**src/logic/msm_consts.svh**
```systemverilog
// MSM kernel constants
// Bus widths, element format and the prime modulus of the reduced group

`ifndef MSM_CONSTS_SVH
`define MSM_CONSTS_SVH

`default_nettype none

// AXI bus widths
`define MSM_ADDR_W 32
`define MSM_DATA_W 32

// Elements sit in the low bits of a data word
`define MSM_ELEM_W 16
`define MSM_ELEM_BYTES 4

// Largest 16-bit prime
`define MSM_MODULUS 65521

// Width of the element count
`define MSM_COUNT_W 16

`default_nettype wire

`endif
```
**src/logic/msm_pkg.sv**
```systemverilog
// MSM kernel types
// Run configuration and AXI channel payloads

`include "msm_consts.svh"
`default_nettype none

package msm_pkg;

  // Captured at start, steers the whole data path
  typedef struct packed {
    logic [`MSM_COUNT_W-1:0] num_in;
    logic [`MSM_ADDR_W-1:0]  scalar_p;
    logic [`MSM_ADDR_W-1:0]  point_p;
    logic [`MSM_ADDR_W-1:0]  result_p;
  } msm_cfg_t;

  ////////////////////
  // AXI4 channel payloads, valid/ready travel beside them

  typedef struct packed {
    logic [`MSM_ADDR_W-1:0] araddr;
  } axi_ar_t;

  typedef struct packed {
    logic [`MSM_DATA_W-1:0] rdata;
    logic                   rlast;
  } axi_r_t;

  typedef struct packed {
    logic [`MSM_ADDR_W-1:0] awaddr;
  } axi_aw_t;

  typedef struct packed {
    logic [`MSM_DATA_W-1:0]   wdata;
    logic [`MSM_DATA_W/8-1:0] wstrb;
    logic                     wlast;
  } axi_w_t;

endpackage

`default_nettype wire

```
**src/logic/msm_kernel.sv**
```systemverilog
// MSM kernel top level
// Control, scalar and point read masters, accumulate engine and result writer

`include "msm_consts.svh"
`timescale 1ns/100ps
`default_nettype none

module msm_kernel
  import msm_pkg::*;
(
  input  wire                    ap_clk,
  input  wire                    areset,
  input  wire                    ap_start,
  output logic                   ap_idle,
  output logic                   ap_done,
  output logic                   ap_ready,
  input  wire [`MSM_COUNT_W-1:0] num_in,
  input  wire [`MSM_ADDR_W-1:0]  scalar_p,
  input  wire [`MSM_ADDR_W-1:0]  point_p,
  input  wire [`MSM_ADDR_W-1:0]  result_p,
  // Scalar read port
  output axi_ar_t                scalar_ar,
  output logic                   scalar_arvalid,
  input  wire                    scalar_arready,
  input  wire axi_r_t            scalar_r,
  input  wire                    scalar_rvalid,
  output logic                   scalar_rready,
  // Point read port
  output axi_ar_t                point_ar,
  output logic                   point_arvalid,
  input  wire                    point_arready,
  input  wire axi_r_t            point_r,
  input  wire                    point_rvalid,
  output logic                   point_rready,
  // Result write port
  output axi_aw_t                result_aw,
  output logic                   result_awvalid,
  input  wire                    result_awready,
  output axi_w_t                 result_w,
  output logic                   result_wvalid,
  input  wire                    result_wready,
  input  wire                    result_bvalid,
  output logic                   result_bready
);

  msm_cfg_t               cfg;
  logic                   start_pulse;
  logic                   xfer_done;
  logic                   scalar_valid;
  logic                   scalar_ready;
  logic [`MSM_ELEM_W-1:0] scalar_data;
  logic                   point_valid;
  logic                   point_ready;
  logic [`MSM_ELEM_W-1:0] point_data;
  logic                   res_valid;
  logic                   res_ready;
  logic [`MSM_ELEM_W-1:0] res_data;

  msm_kernel_ctrl ctrl (
    .ap_clk,
    .areset,
    .ap_start,
    .num_in,
    .scalar_p,
    .point_p,
    .result_p,
    .xfer_done,
    .start_pulse,
    .cfg,
    .ap_idle,
    .ap_done,
    .ap_ready
  );

  ////////////////////
  // Operand fetch

  msm_axi_read_master scalar_rd (
    .ap_clk,
    .areset,
    .start_pulse,
    .base_addr  (cfg.scalar_p),
    .count      (cfg.num_in),
    .ar         (scalar_ar),
    .arvalid    (scalar_arvalid),
    .arready    (scalar_arready),
    .r          (scalar_r),
    .rvalid     (scalar_rvalid),
    .rready     (scalar_rready),
    .elem_valid (scalar_valid),
    .elem_ready (scalar_ready),
    .elem_data  (scalar_data)
  );

  msm_axi_read_master point_rd (
    .ap_clk,
    .areset,
    .start_pulse,
    .base_addr  (cfg.point_p),
    .count      (cfg.num_in),
    .ar         (point_ar),
    .arvalid    (point_arvalid),
    .arready    (point_arready),
    .r          (point_r),
    .rvalid     (point_rvalid),
    .rready     (point_rready),
    .elem_valid (point_valid),
    .elem_ready (point_ready),
    .elem_data  (point_data)
  );

  msm_accum_engine engine (
    .ap_clk,
    .areset,
    .start_pulse,
    .count (cfg.num_in),
    .scalar_valid,
    .scalar_data,
    .point_valid,
    .point_data,
    .scalar_ready,
    .point_ready,
    .res_valid,
    .res_data,
    .res_ready
  );

  // Result store
  msm_axi_write_master result_wr (
    .ap_clk,
    .areset,
    .base_addr (cfg.result_p),
    .res_valid,
    .res_data,
    .res_ready,
    .aw        (result_aw),
    .awvalid   (result_awvalid),
    .awready   (result_awready),
    .w         (result_w),
    .wvalid    (result_wvalid),
    .wready    (result_wready),
    .bvalid    (result_bvalid),
    .bready    (result_bready),
    .xfer_done
  );

endmodule

`default_nettype wire

```
**src/logic/msm_axi_write_master.sv**
```systemverilog
// AXI4 single-beat write master
// Stores the result word and reports completion after the write response

`include "msm_consts.svh"
`timescale 1ns/100ps
`default_nettype none

module msm_axi_write_master
  import msm_pkg::*;
(
  input  wire                   ap_clk,
  input  wire                   areset,
  input  wire [`MSM_ADDR_W-1:0] base_addr,
  input  wire                   res_valid,
  input  wire [`MSM_ELEM_W-1:0] res_data,
  output logic                  res_ready,
  output axi_aw_t               aw,
  output logic                  awvalid,
  input  wire                   awready,
  output axi_w_t                w,
  output logic                  wvalid,
  input  wire                   wready,
  input  wire                   bvalid,
  output logic                  bready,
  output logic                  xfer_done
);

  typedef enum logic [1:0] {S_IDLE, S_XFER, S_RESP} state_t;

  state_t                 state;
  logic [`MSM_ELEM_W-1:0] data_r;
  logic                   aw_last;
  logic                   w_last;

  assign res_ready = (state == S_IDLE);
  assign bready    = (state == S_RESP);

  assign aw.awaddr = base_addr;
  assign w.wdata   = `MSM_DATA_W'(data_r);
  assign w.wstrb   = '1;
  assign w.wlast   = 1'b1;

  // Channel finished once its valid is low or being accepted now
  assign aw_last = !awvalid || awready;
  assign w_last  = !wvalid || wready;

  always_ff @(posedge ap_clk) begin
    if (res_valid && res_ready) begin
      data_r <= res_data;
    end
  end

  always_ff @(posedge ap_clk) begin
    if (areset) begin
      state     <= S_IDLE;
      awvalid   <= 1'b0;
      wvalid    <= 1'b0;
      xfer_done <= 1'b0;
    end else begin
      xfer_done <= 1'b0;
      case (state)
        S_IDLE: begin
          if (res_valid) begin
            awvalid <= 1'b1;
            wvalid  <= 1'b1;
            state   <= S_XFER;
          end
        end
        S_XFER: begin
          if (awready) begin
            awvalid <= 1'b0;
          end
          if (wready) begin
            wvalid <= 1'b0;
          end
          if (aw_last && w_last) begin
            state <= S_RESP;
          end
        end
        S_RESP: begin
          if (bvalid) begin
            xfer_done <= 1'b1;
            state     <= S_IDLE;
          end
        end
        default: state <= S_IDLE;
      endcase
    end
  end

endmodule

`default_nettype wire

```
**src/logic/msm_accum_engine.sv**
```systemverilog
// Modular multiply-accumulate engine
// Serial double-and-add per scalar/point pair, summed modulo the prime

`include "msm_consts.svh"
`timescale 1ns/100ps
`default_nettype none

module msm_accum_engine (
  input  wire                    ap_clk,
  input  wire                    areset,
  input  wire                    start_pulse,
  input  wire [`MSM_COUNT_W-1:0] count,
  input  wire                    scalar_valid,
  input  wire [`MSM_ELEM_W-1:0]  scalar_data,
  input  wire                    point_valid,
  input  wire [`MSM_ELEM_W-1:0]  point_data,
  output logic                   scalar_ready,
  output logic                   point_ready,
  output logic                   res_valid,
  output logic [`MSM_ELEM_W-1:0] res_data,
  input  wire                    res_ready
);

  localparam logic [`MSM_ELEM_W:0] MODULUS = `MSM_MODULUS;

  typedef enum logic [1:0] {S_IDLE, S_RUN, S_MUL, S_FOLD} state_t;

  state_t                  state;
  logic [`MSM_COUNT_W-1:0] pairs;
  logic [3:0]              bit_idx;
  logic [`MSM_ELEM_W-1:0]  scal;
  logic [`MSM_ELEM_W-1:0]  pt;
  logic [`MSM_ELEM_W-1:0]  prod;
  logic [`MSM_ELEM_W-1:0]  prod_dbl;
  logic [`MSM_ELEM_W-1:0]  prod_next;
  logic [`MSM_ELEM_W-1:0]  acc;
  logic                    take;

  // Both operands below the modulus
  function automatic logic [`MSM_ELEM_W-1:0] mod_add(
    input logic [`MSM_ELEM_W-1:0] a,
    input logic [`MSM_ELEM_W-1:0] b
  );
    logic [`MSM_ELEM_W:0] sum;
    sum = {1'b0, a} + {1'b0, b};
    if (sum >= MODULUS) begin
      sum = sum - MODULUS;
    end
    return sum[`MSM_ELEM_W-1:0];
  endfunction

  // One double-and-add step, scalar scanned from the top bit
  assign prod_dbl  = mod_add(prod, prod);
  assign prod_next = scal[`MSM_ELEM_W-1] ? mod_add(prod_dbl, pt) : prod_dbl;

  assign res_valid    = (state == S_RUN) && (pairs == count);
  assign res_data     = acc;
  assign take         = (state == S_RUN) && (pairs != count) && scalar_valid && point_valid;
  assign scalar_ready = take;
  assign point_ready  = take;

  always_ff @(posedge ap_clk) begin
    if (areset) begin
      state <= S_IDLE;
    end else if (start_pulse) begin
      state <= S_RUN;
    end else begin
      case (state)
        S_RUN: begin
          if (take) begin
            state <= S_MUL;
          end else if (res_valid && res_ready) begin
            state <= S_IDLE;
          end
        end
        S_MUL: begin
          if (bit_idx == 4'd15) begin
            state <= S_FOLD;
          end
        end
        S_FOLD:  state <= S_RUN;
        default: state <= S_IDLE;
      endcase
    end
  end

  ////////////////////
  // Data path

  always_ff @(posedge ap_clk) begin
    if (start_pulse) begin
      acc   <= '0;
      pairs <= '0;
    end else if (take) begin
      scal    <= scalar_data;
      // Points at or above the modulus are reduced once on entry
      pt      <= ({1'b0, point_data} >= MODULUS) ? point_data - MODULUS[`MSM_ELEM_W-1:0]
                                                 : point_data;
      prod    <= '0;
      bit_idx <= '0;
    end else if (state == S_MUL) begin
      prod    <= prod_next;
      scal    <= scal << 1;
      bit_idx <= bit_idx + 1'b1;
    end else if (state == S_FOLD) begin
      acc   <= mod_add(acc, prod);
      pairs <= pairs + 1'b1;
    end
  end

endmodule

`default_nettype wire

```
**src/logic/msm_axi_read_master.sv**
```systemverilog
// AXI4 single-beat read master
// Fetches a counted array and hands it out through a two-entry buffer

`include "msm_consts.svh"
`timescale 1ns/100ps
`default_nettype none

module msm_axi_read_master
  import msm_pkg::*;
(
  input  wire                    ap_clk,
  input  wire                    areset,
  input  wire                    start_pulse,
  input  wire [`MSM_ADDR_W-1:0]  base_addr,
  input  wire [`MSM_COUNT_W-1:0] count,
  output axi_ar_t                ar,
  output logic                   arvalid,
  input  wire                    arready,
  input  wire axi_r_t            r,
  input  wire                    rvalid,
  output logic                   rready,
  output logic                   elem_valid,
  input  wire                    elem_ready,
  output logic [`MSM_ELEM_W-1:0] elem_data
);

  localparam logic [`MSM_COUNT_W-1:0] MAX_OUTSTANDING = 2;

  logic                    active;
  logic [`MSM_COUNT_W-1:0] issued;
  logic [`MSM_COUNT_W-1:0] received;
  logic [`MSM_COUNT_W-1:0] outstanding;
  logic [`MSM_ELEM_W-1:0]  buf_mem [2];
  logic                    wr_ptr;
  logic                    rd_ptr;
  logic [1:0]              fill;
  logic                    buf_full;
  logic                    push;
  logic                    pop;

  assign outstanding = issued - received;
  assign buf_full    = (fill == 2'd2);
  assign push        = rvalid && rready;
  assign pop         = elem_valid && elem_ready;

  // Address follows the issue count, stable while arvalid waits
  assign ar.araddr = base_addr + `MSM_ADDR_W'(issued) * `MSM_ELEM_BYTES;
  assign rready    = (outstanding != '0) && !buf_full;

  ////////////////////
  // Address issue

  always_ff @(posedge ap_clk) begin
    if (areset) begin
      active   <= 1'b0;
      arvalid  <= 1'b0;
      issued   <= '0;
      received <= '0;
    end else if (start_pulse) begin
      active   <= 1'b1;
      arvalid  <= 1'b0;
      issued   <= '0;
      received <= '0;
    end else begin
      if (arvalid && arready) begin
        arvalid <= 1'b0;
        issued  <= issued + 1'b1;
      end else if (!arvalid && active) begin
        if (issued == count) begin
          active <= 1'b0;
        end else if (outstanding < MAX_OUTSTANDING && !buf_full) begin
          arvalid <= 1'b1;
        end
      end
      // Single beat, so rlast closes each read
      if (push && r.rlast) begin
        received <= received + 1'b1;
      end
    end
  end

  ////////////////////
  // Two-entry buffer toward the engine

  always_ff @(posedge ap_clk) begin
    if (push) begin
      buf_mem[wr_ptr] <= r.rdata[`MSM_ELEM_W-1:0];
    end
  end

  always_ff @(posedge ap_clk) begin
    if (areset || start_pulse) begin
      wr_ptr <= 1'b0;
      rd_ptr <= 1'b0;
      fill   <= '0;
    end else begin
      if (push) begin
        wr_ptr <= !wr_ptr;
      end
      if (pop) begin
        rd_ptr <= !rd_ptr;
      end
      case ({push, pop})
        2'b10:   fill <= fill + 1'b1;
        2'b01:   fill <= fill - 1'b1;
        default: fill <= fill;
      endcase
    end
  end

  assign elem_valid = (fill != '0);
  assign elem_data  = buf_mem[rd_ptr];

endmodule

`default_nettype wire

```
**src/logic/msm_kernel_ctrl.sv**
```systemverilog
// MSM kernel control
// Start edge detect, idle/done/ready handshake and run configuration capture

`include "msm_consts.svh"
`timescale 1ns/100ps
`default_nettype none

module msm_kernel_ctrl
  import msm_pkg::*;
(
  input  wire                    ap_clk,
  input  wire                    areset,
  input  wire                    ap_start,
  input  wire [`MSM_COUNT_W-1:0] num_in,
  input  wire [`MSM_ADDR_W-1:0]  scalar_p,
  input  wire [`MSM_ADDR_W-1:0]  point_p,
  input  wire [`MSM_ADDR_W-1:0]  result_p,
  input  wire                    xfer_done,
  output logic                   start_pulse,
  output msm_cfg_t               cfg,
  output logic                   ap_idle,
  output logic                   ap_done,
  output logic                   ap_ready
);

  logic start_r;
  logic idle_r;
  logic done_r;

  // Rising edge of ap_start, ignored while a run is active
  assign start_pulse = ap_start && !start_r && idle_r;

  always_ff @(posedge ap_clk) begin
    if (areset) begin
      start_r <= 1'b0;
      idle_r  <= 1'b1;
      done_r  <= 1'b0;
    end else begin
      start_r <= ap_start;
      done_r  <= xfer_done;
      // Idle comes back on the same edge that raises done
      if (xfer_done) begin
        idle_r <= 1'b1;
      end else if (start_pulse) begin
        idle_r <= 1'b0;
      end
    end
  end

  // Run settings held for the whole run
  always_ff @(posedge ap_clk) begin
    if (start_pulse) begin
      cfg.num_in   <= num_in;
      cfg.scalar_p <= scalar_p;
      cfg.point_p  <= point_p;
      cfg.result_p <= result_p;
    end
  end

  assign ap_idle  = idle_r;
  assign ap_done  = done_r;
  // Non-pipelined kernel, ready with done
  assign ap_ready = done_r;

endmodule

`default_nettype wire

```
**config.mk**
```make
export PLATFORM = sky130hd
export DESIGN_NAME = msm_kernel
export DESIGN_NICKNAME = d
export VERILOG_FILES = /design/src/logic/msm_pkg.sv /design/src/logic/msm_kernel.sv /design/src/logic/msm_axi_write_master.sv /design/src/logic/msm_accum_engine.sv /design/src/logic/msm_axi_read_master.sv /design/src/logic/msm_kernel_ctrl.sv
export VERILOG_INCLUDE_DIRS = /design/src /design/src/logic
export SDC_FILE = /design/constraint.sdc
export NUM_CORES = 1
export LEC_CHECK = 0
export ABC_CLOCK_PERIOD_IN_PS = 19970
export BUFFER_PORTS_ARGS = -buffer_cell sky130_fd_sc_hd__buf_2
export CORE_MARGIN = 2
export CORE_UTILIZATION = 44
export CTS_CLUSTER_DIAMETER = 200
export DETAILED_ROUTE_END_ITERATION = 12
export PLACE_DENSITY_LB_ADDON = 0.08
export SLEW_MARGIN = 20
export SYNTH_ARGS = -nofsm -noshare
export SYNTH_HDL_FRONTEND = slang
export SYNTH_HIERARCHICAL = 1
export SYNTH_SLANG_ARGS = --single-unit
```
**constraint.sdc**
```tcl
create_clock -name ap_clk -period 19.97 [get_ports ap_clk]
set_clock_uncertainty 0.05 [all_clocks]
set_input_delay 2.9955 -clock ap_clk [delete_from_list [all_inputs] [get_ports ap_clk]]
set_output_delay 2.9955 -clock ap_clk [all_outputs]
set_load 0.03 [all_outputs]
```
==> run_results.csv, run 1 <==
group,metric,value,unit
timing,fmax,142,MHz
routing,vias_per_cell,5.39,
logic_synthesis,ys_ff_latch,364,
timing,fin_tns_setup,0,ps
power,power_density,77.1,mW/mm²
timing,relSlewSlack,26.5,%
finish,final_cell_mix,"277 x buf_2, 244 x edfxtp_1, 193 x nor2_1, 128 x nand2_1, 120 x dfxtp_1",
global_route,grt_max_degree,160,
logic_synthesis,synthCells,2120,
timing,finalHoldViolations,0,
critical_path,worstPathArrival,4000,ps
clock_network,hold_buffers,0,
critical_path,r2r_setup_slack,13790,ps
critical_path,path_buf_inv,2,
placement,pre_cts_ws,13530,ps
finish,multiInputGateArea,0.0109,mm²
global_route,grt_pass1_vias,15927,
logic_synthesis,synth_cell_type_count,97,
logic_synthesis,synth_warnings,6,
finish,layout.nets,2652,
timing,fin_crit,7050,ps
logic_synthesis,ys_seq_area_share,44.9,%
logic_synthesis,synth_edf_count,244,
clock_network,ctsResizeCount,0,
critical_path,crit_path_end_kind,"output pin",
clock_network,h-tree-depth,2,
die,die_x,226,µm
logic_synthesis,async_flop_share,0,%
die,row_count,81,
placement,gp_congestion,0.844,
timing,rsz0062_at_grt,"no",
clock_network,cts_tree,"built",
die,initial_utilization,44.4,%
flow_run,timing.max_cap.violations,0,
routing,first_pass_iters,6,
critical_path,timing.rr.start,"engine/prod[1]",
logic_synthesis,yosys.area.top_type_share,33.8,%
critical_path,r2r_cells,19,
routing,wl_per_cell,17.0,µm
clock_network,insertion_delay,570,ps
power,p_leak,9.73,nW
power,vdd_drop_max,0.0000633,V
placement,dpl_cell_area,0.0233,mm²
critical_path,path_delay_family,"simple AND/OR/NAND/NOR gates",
logic_synthesis,yosys.area.top_type,"edfxtp_1",
worst_hold_path,hold_path_class,"flip-flop to flip-flop",
timing,drv_slew,0,
routing,drtIter0Drc,1047,
timing,period_share,35.3,%
finish,final_core_util,50.8,%
clock_network,cts_made_buffers,42,
die,ioPinCount,331,
global_route,grt_pass1_wl,82.3,mm
clock_network,clock-sinks,364,
worst_hold_path,whs_path_depth,2,
logic_synthesis,synth_area_leaders,"edfxtp_1 34%, dfxtp_1 11%, ha_1 6.4%, xnor2_1 4.6%, xor2_1 3.9%",
worst_hold_path,min_from,"point_rd/received[14]",
critical_path,slowest_delay,550,ps
finish,regArea,0.00973,mm²
routing,drt_wl_total,51.7,mm
global_route,track_usage,20.2,%
worst_hold_path,holdPathEnd,"point_rd/received[14]",
finish,mostFrequentLayoutCell,"buf_2",
clock_network,cts_root_buf,"clkbuf_16",
global_route,gr-total-overflow,0,
timing,setup_viol,0,
placement,dp_hpwl,38.6,mm
logic_synthesis,syn-cell-area,0.0217,mm²
finish,layout-drive-gt1-share,19.6,%
logic_synthesis,ys.flop_type,"edfxtp_1",
logic_synthesis,postSynthAreaPerCell,10.2,µm²
routing,vias,16433,
critical_path,worstPathMaxFanout,15,
timing,finalWorstSetupSlack,12920,ps
clock_network,cts.path.max_buffers,3,
critical_path,worstPathRequired,16920,ps
die,die_area,0.0510,mm²
timing,tightest_slew,1090,ps
finish,design_area,0.0248,mm²
clock_network,cts_setup_buffers,0,
die,die_y,226,µm
critical_path,path_cells,"inv_1, ha_1, fa_1, nand2b_1, a21oi_1, o211ai_1, mux2i_1, nand3b_1, nor4_4, a21oi_4, buf_2",
finish,nFillCells,4486,
routing,drc_errors,0,
critical_path,r2r_end,"engine/prod[8]",
finish,syn2layout_area_growth,14.4,%
die,core-area,0.0487,mm²
critical_path,crit_slowest_cell,"dfxtp_1",
critical_path,start_kind,"flip-flop",
status,status,"complete, no violations",
placement,numPortBuffers,277,
clock_network,cts.reportedPaths.clkPinSlew,60,ps
critical_path,criticalPathCategory,"flip-flop to output pin",
global_route,antenna_found_initial,9,
routing,final_antenna_net_count,0,
## layout make-up
cell class | instances | area share, %
multi-input combinational | 1553 | 44.0
timing repair buffer | 290 | 6.12
antenna | 3 | 0.0303
clock inverter | 21 | 0.970
inverter | 96 | 1.46
sequential | 364 | 39.3
tap | 664 | 3.35
clock buffer | 56 | 4.78
## logic make-up (layout without fill, tap and decap cells)
group | count (synthesis) | in the layout | synth area share, %
compound gates | 413 | 413 | 13.6
xor+xnor | 211 | 211 | 8.53
fa+ha+maj | 117 | 117 | 6.97
buf+inv | 222 | 463 | 5.22
flops | 364 | 364 | 44.9
mux | 70 | 70 | 3.52
other cells | 2 | 24 | 0.0347
simple gates | 721 | 721 | 17.2
## flip-flops by register name, indices dropped and copies added, names as in the netlist, 2 cells and up, named ones only
| name | cells |
|---|---|
| engine/bit_idx | 4 |
| engine/scal | 16 |
| scalar_rd/received | 16 |
| scalar_rd/fill | 2 |
| engine/res_data | 16 |
| point_rd/buf_mem | 32 |
| ctrl/cfg | 112 |
| engine/pt | 16 |
| point_rd/fill | 2 |
| point_rd/received | 16 |
| point_rd/issued | 16 |
| engine/pairs | 16 |
| engine/prod | 16 |
| scalar_rd/issued | 16 |
| scalar_rd/buf_mem | 32 |
| result_wr/state | 2 |
| result_wr/data_r | 16 |
## routing by layer
metal / GRT usage (%) / wire (µm)
met1: 26.2 / 23400
met2: 34.0 / 24400
met3: 4.55 / 2800
met4: 5.19 / 995
met5: 0 / 87
## report_power, final
group	internal (mW)	switching (mW)
clock	0.472	0.313
combinational	0.0924	0.160
sequential	0.854	0.0180
total	1.42	0.491
## Yosys cell counts (47+ instances only)
library cell and count:
edfxtp_1 244, nor2_1 195, nand2_1 128, dfxtp_1 120, xnor2_1 114, ha_1 111
xor2_1 97, a21oi_1 94, inv_1 94, nand3_1 71, buf_4 61, o21ai_0 54
nand4_1 52, mux2_2 50, nor3_1 50, clkbuf_1 47
## worst max-delay path by stage
stage / from / endpoint / cells past startpoint / slack, ps
finish: scalar_rd/issued[0] / scalar_rready / 11 / 12920
global route: point_rd/issued[0] / point_ar[26] / 13 / 12590
CTS: scalar_rd/issued[0] / scalar_rready / 11 / 12890
detailed placement: scalar_rd/issued[0] / scalar_rready / 11 / 13530
global placement: point_rd/issued[0] / point_ar[26] / 13 / 13530
floorplan: ap_start / flip-flop / 7 / 10280
## worst min-delay path: stages (launching register included)
cell and delay, ps:
dfxtp_1 310, nand2_1 50, mux2i_1 60
## stage by stage
step	hold WS [ps]	power [mW]	instances
after global routing	441	1.99	3046
after detailed placement	410	1.14	2966
after floorplan	356	1.08	2139
final	418	1.91	3047
after CTS	421	1.94	3043
after global placement	397	1.14	2966
(Power assumes the default switching activity.)
==> run 2, diff against run 1 <==
--- a/config.mk
+++ b/config.mk
@@ -6,7 +6,7 @@
 export SDC_FILE = /design/constraint.sdc
 export NUM_CORES = 1
 export LEC_CHECK = 0
-export ABC_CLOCK_PERIOD_IN_PS = 19970
+export ABC_CLOCK_PERIOD_IN_PS = 6600
 export BUFFER_PORTS_ARGS = -buffer_cell sky130_fd_sc_hd__buf_2
 export CORE_MARGIN = 2
 export CORE_UTILIZATION = 44
==> constraint.sdc (replaced) <==
create_clock -name ap_clk -period 6.6 [get_ports ap_clk]
set_clock_uncertainty 0.05 [all_clocks]
set_input_delay 0.99 -clock ap_clk [delete_from_list [all_inputs] [get_ports ap_clk]]
set_output_delay 0.99 -clock ap_clk [all_outputs]
set_load 0.03 [all_outputs]
==> run_results.csv, run 2 (synthesized netlist as in run 1, its figures left out) <==
group,metric,value,unit
timing,fin_crit,5650,ps
power,power.internal,4.17,mW
timing,period_share,85.6,%
finish,largest_reg_flops,112,
flow_run,timing.max_cap.violations,0,
placement,gp_congestion,0.858,
critical_path,timing.rr.start,"engine/prod[1]",
power,p_leak,9.69,nW
clock_network,cts_root_buf,"clkbuf_16",
critical_path,start_kind,"flip-flop",
clock_network,cts.path.max_buffers,3,
power,clock_power_share,39.6,%
die,die_area,0.0510,mm²
critical_path,r2r_setup_slack,950,ps
die,initial_utilization,44.4,%
clock_network,ctsResizeCount,0,
clock_network,cts.reportedPaths.clkPinSlew,50,ps
finish,nFillCells,4508,
global_route,grt_pass1_vias,15688,
die,die_x,226,µm
global_route,antenna_found_initial,9,
critical_path,worstPathRequired,6920,ps
clock_network,h-tree-depth,2,
placement,dpl_cell_area,0.0233,mm²
clock_network,clock-sinks,364,
power,pwr-share-comb,13.6,%
timing,fin_tns_setup,0,ps
routing,vias_per_cell,5.34,
worst_hold_path,min_from,"point_rd/received[14]",
timing,fin_hold_ws,412,ps
routing,drtIter0Drc,853,
power,sequentialPowerShare,46.8,%
die,core-area,0.0487,mm²
clock_network,hold_buffers,0,
timing,relSlewSlack,33.2,%
global_route,track_usage,20.1,%
routing,drt_wl_total,51.6,mm
timing,rsz0062_at_grt,"no",
global_route,grt_pass1_wl,81.8,mm
clock_network,cts_tree,"built",
routing,vias,16292,
critical_path,criticalPathCategory,"flip-flop to flip-flop",
power,p_sw,1.47,mW
routing,drc_errors,0,
power,switching_share,26.1,%
clock_network,cts_made_buffers,42,
finish,final_cell_mix,"277 x buf_2, 244 x edfxtp_1, 193 x nor2_1, 128 x nand2_1, 120 x dfxtp_1",
critical_path,crit_path_end_kind,"flip-flop",
timing,setup_viol,0,
routing,first_pass_iters,5,
timing,fmax,177,MHz
power,power,5.64,mW
critical_path,worstPathMaxFanout,15,
finish,mostFrequentLayoutCell,"buf_2",
timing,drv_slew,0,
timing,finalHoldViolations,0,
status,status,"complete, no violations",
timing,tightest_slew,990,ps
finish,layout.nets,2655,
clock_network,cts_setup_buffers,0,
placement,dp_hpwl,38.6,mm
power,vdd_drop_max,0.000211,V
global_route,gr-total-overflow,0,
die,die_y,226,µm
critical_path,startpoint,"engine/prod[1]",
power,power_density,228,mW/mm²
die,row_count,81,
placement,numPortBuffers,277,
routing,wl_per_cell,16.9,µm
finish,largest_register,"ctrl/cfg",
finish,syn2layout_area_growth,14.0,%
global_route,grt_max_degree,85,
die,ioPinCount,331,
finish,layout-drive-gt1-share,19.5,%
finish,top_regs,"ctrl/cfg x112, point_rd/buf_mem x32, scalar_rd/buf_mem x32",
critical_path,worstPathArrival,5970,ps
finish,design_area,0.0247,mm²
routing,final_antenna_net_count,0,
worst_hold_path,hold_path_class,"flip-flop to flip-flop",
clock_network,insertion_delay,570,ps
## run 2: cell count changes in the layout (fill, tap and decap cells not counted), moves of 2 or more
cell	delta
clkbuf_1	+5
buf_4	+4
bufinv_16	-3
inv_16	-2
clkinv_2	-3
inv_6	+2
## run 2: cell type report
class	instances	area, µm²	share of cell area, %
multi-input cells	1553	10900	44.2
flip-flops and latches	364	9730	39.4
repair buffers	293	1530	6.18
clock buffers	61	1200	4.88
well taps	664	831	3.37
inverters	96	360	1.46
clock inverters	16	121	0.492
diodes	3	7.51	0.0304
## run 2: per-stage QoR
step / std cells / worst slack (ps) / utilization, %
2_1_floorplan: 2139 / 913 / -
3_3_place_gp: 2969 / 1150 / 47.8
3_5_place_dp: 2969 / 1020 / 47.8
4_1_cts: 3046 / 983 / 50.6
5_1_grt: 3050 / 464 / 50.6
6_report: 3050 / 949 / 50.6
## run 2: power groups by stage
| stage | sequential, mW | combinational [mW] | clock [mW] |
|---|---|---|---|
| 2_1_floorplan | 2.68 | 0.589 | 0 |
| 3_3_place_gp | 2.68 | 0.756 | 0 |
| 3_5_place_dp | 2.69 | 0.767 | 0 |
| 4_1_cts | 2.64 | 0.770 | 2.31 |
| 5_1_grt | 2.65 | 0.842 | 2.39 |
| 6_report | 2.64 | 0.767 | 2.23 |
## run 2: final timing paths
path	cells after the start	endpoint
worst min-delay path	2	point_rd/received[14]
worst max register to register	21	engine/prod[8]
worst min register to register	2	point_rd/received[14]
worst max-delay path	21	engine/prod[8]
## run 2: critical path, cell delays in order (launching register included)
cell and delay [ps]:
edfxtp_1 420, inv_1 80, ha_1 190, nor2b_1 190, nor3_1 190, a41oi_1 140
buf_4 190, nor3_1 300, nand4_1 190, nor2_1 190, xor2_1 310, ha_1 400
a21oi_1 210, o21ai_0 160, nor4_1 220, a2bb2oi_1 480, o2111ai_1 350, nor4_4 290
buf_4 240, o21ai_2 90, or3_1 310, a311oi_1 270
## run 2: metal layers
metal / vias up / global-route usage, % / part of all wire (%)
met5: - / 0 / 0.14
met2: 341 / 33.1 / 46
met3: 76 / 3.90 / 5.1
met4: 12 / 6.17 / 2.2
met1: 7677 / 26.7 / 46
li1: 8186 / - / -
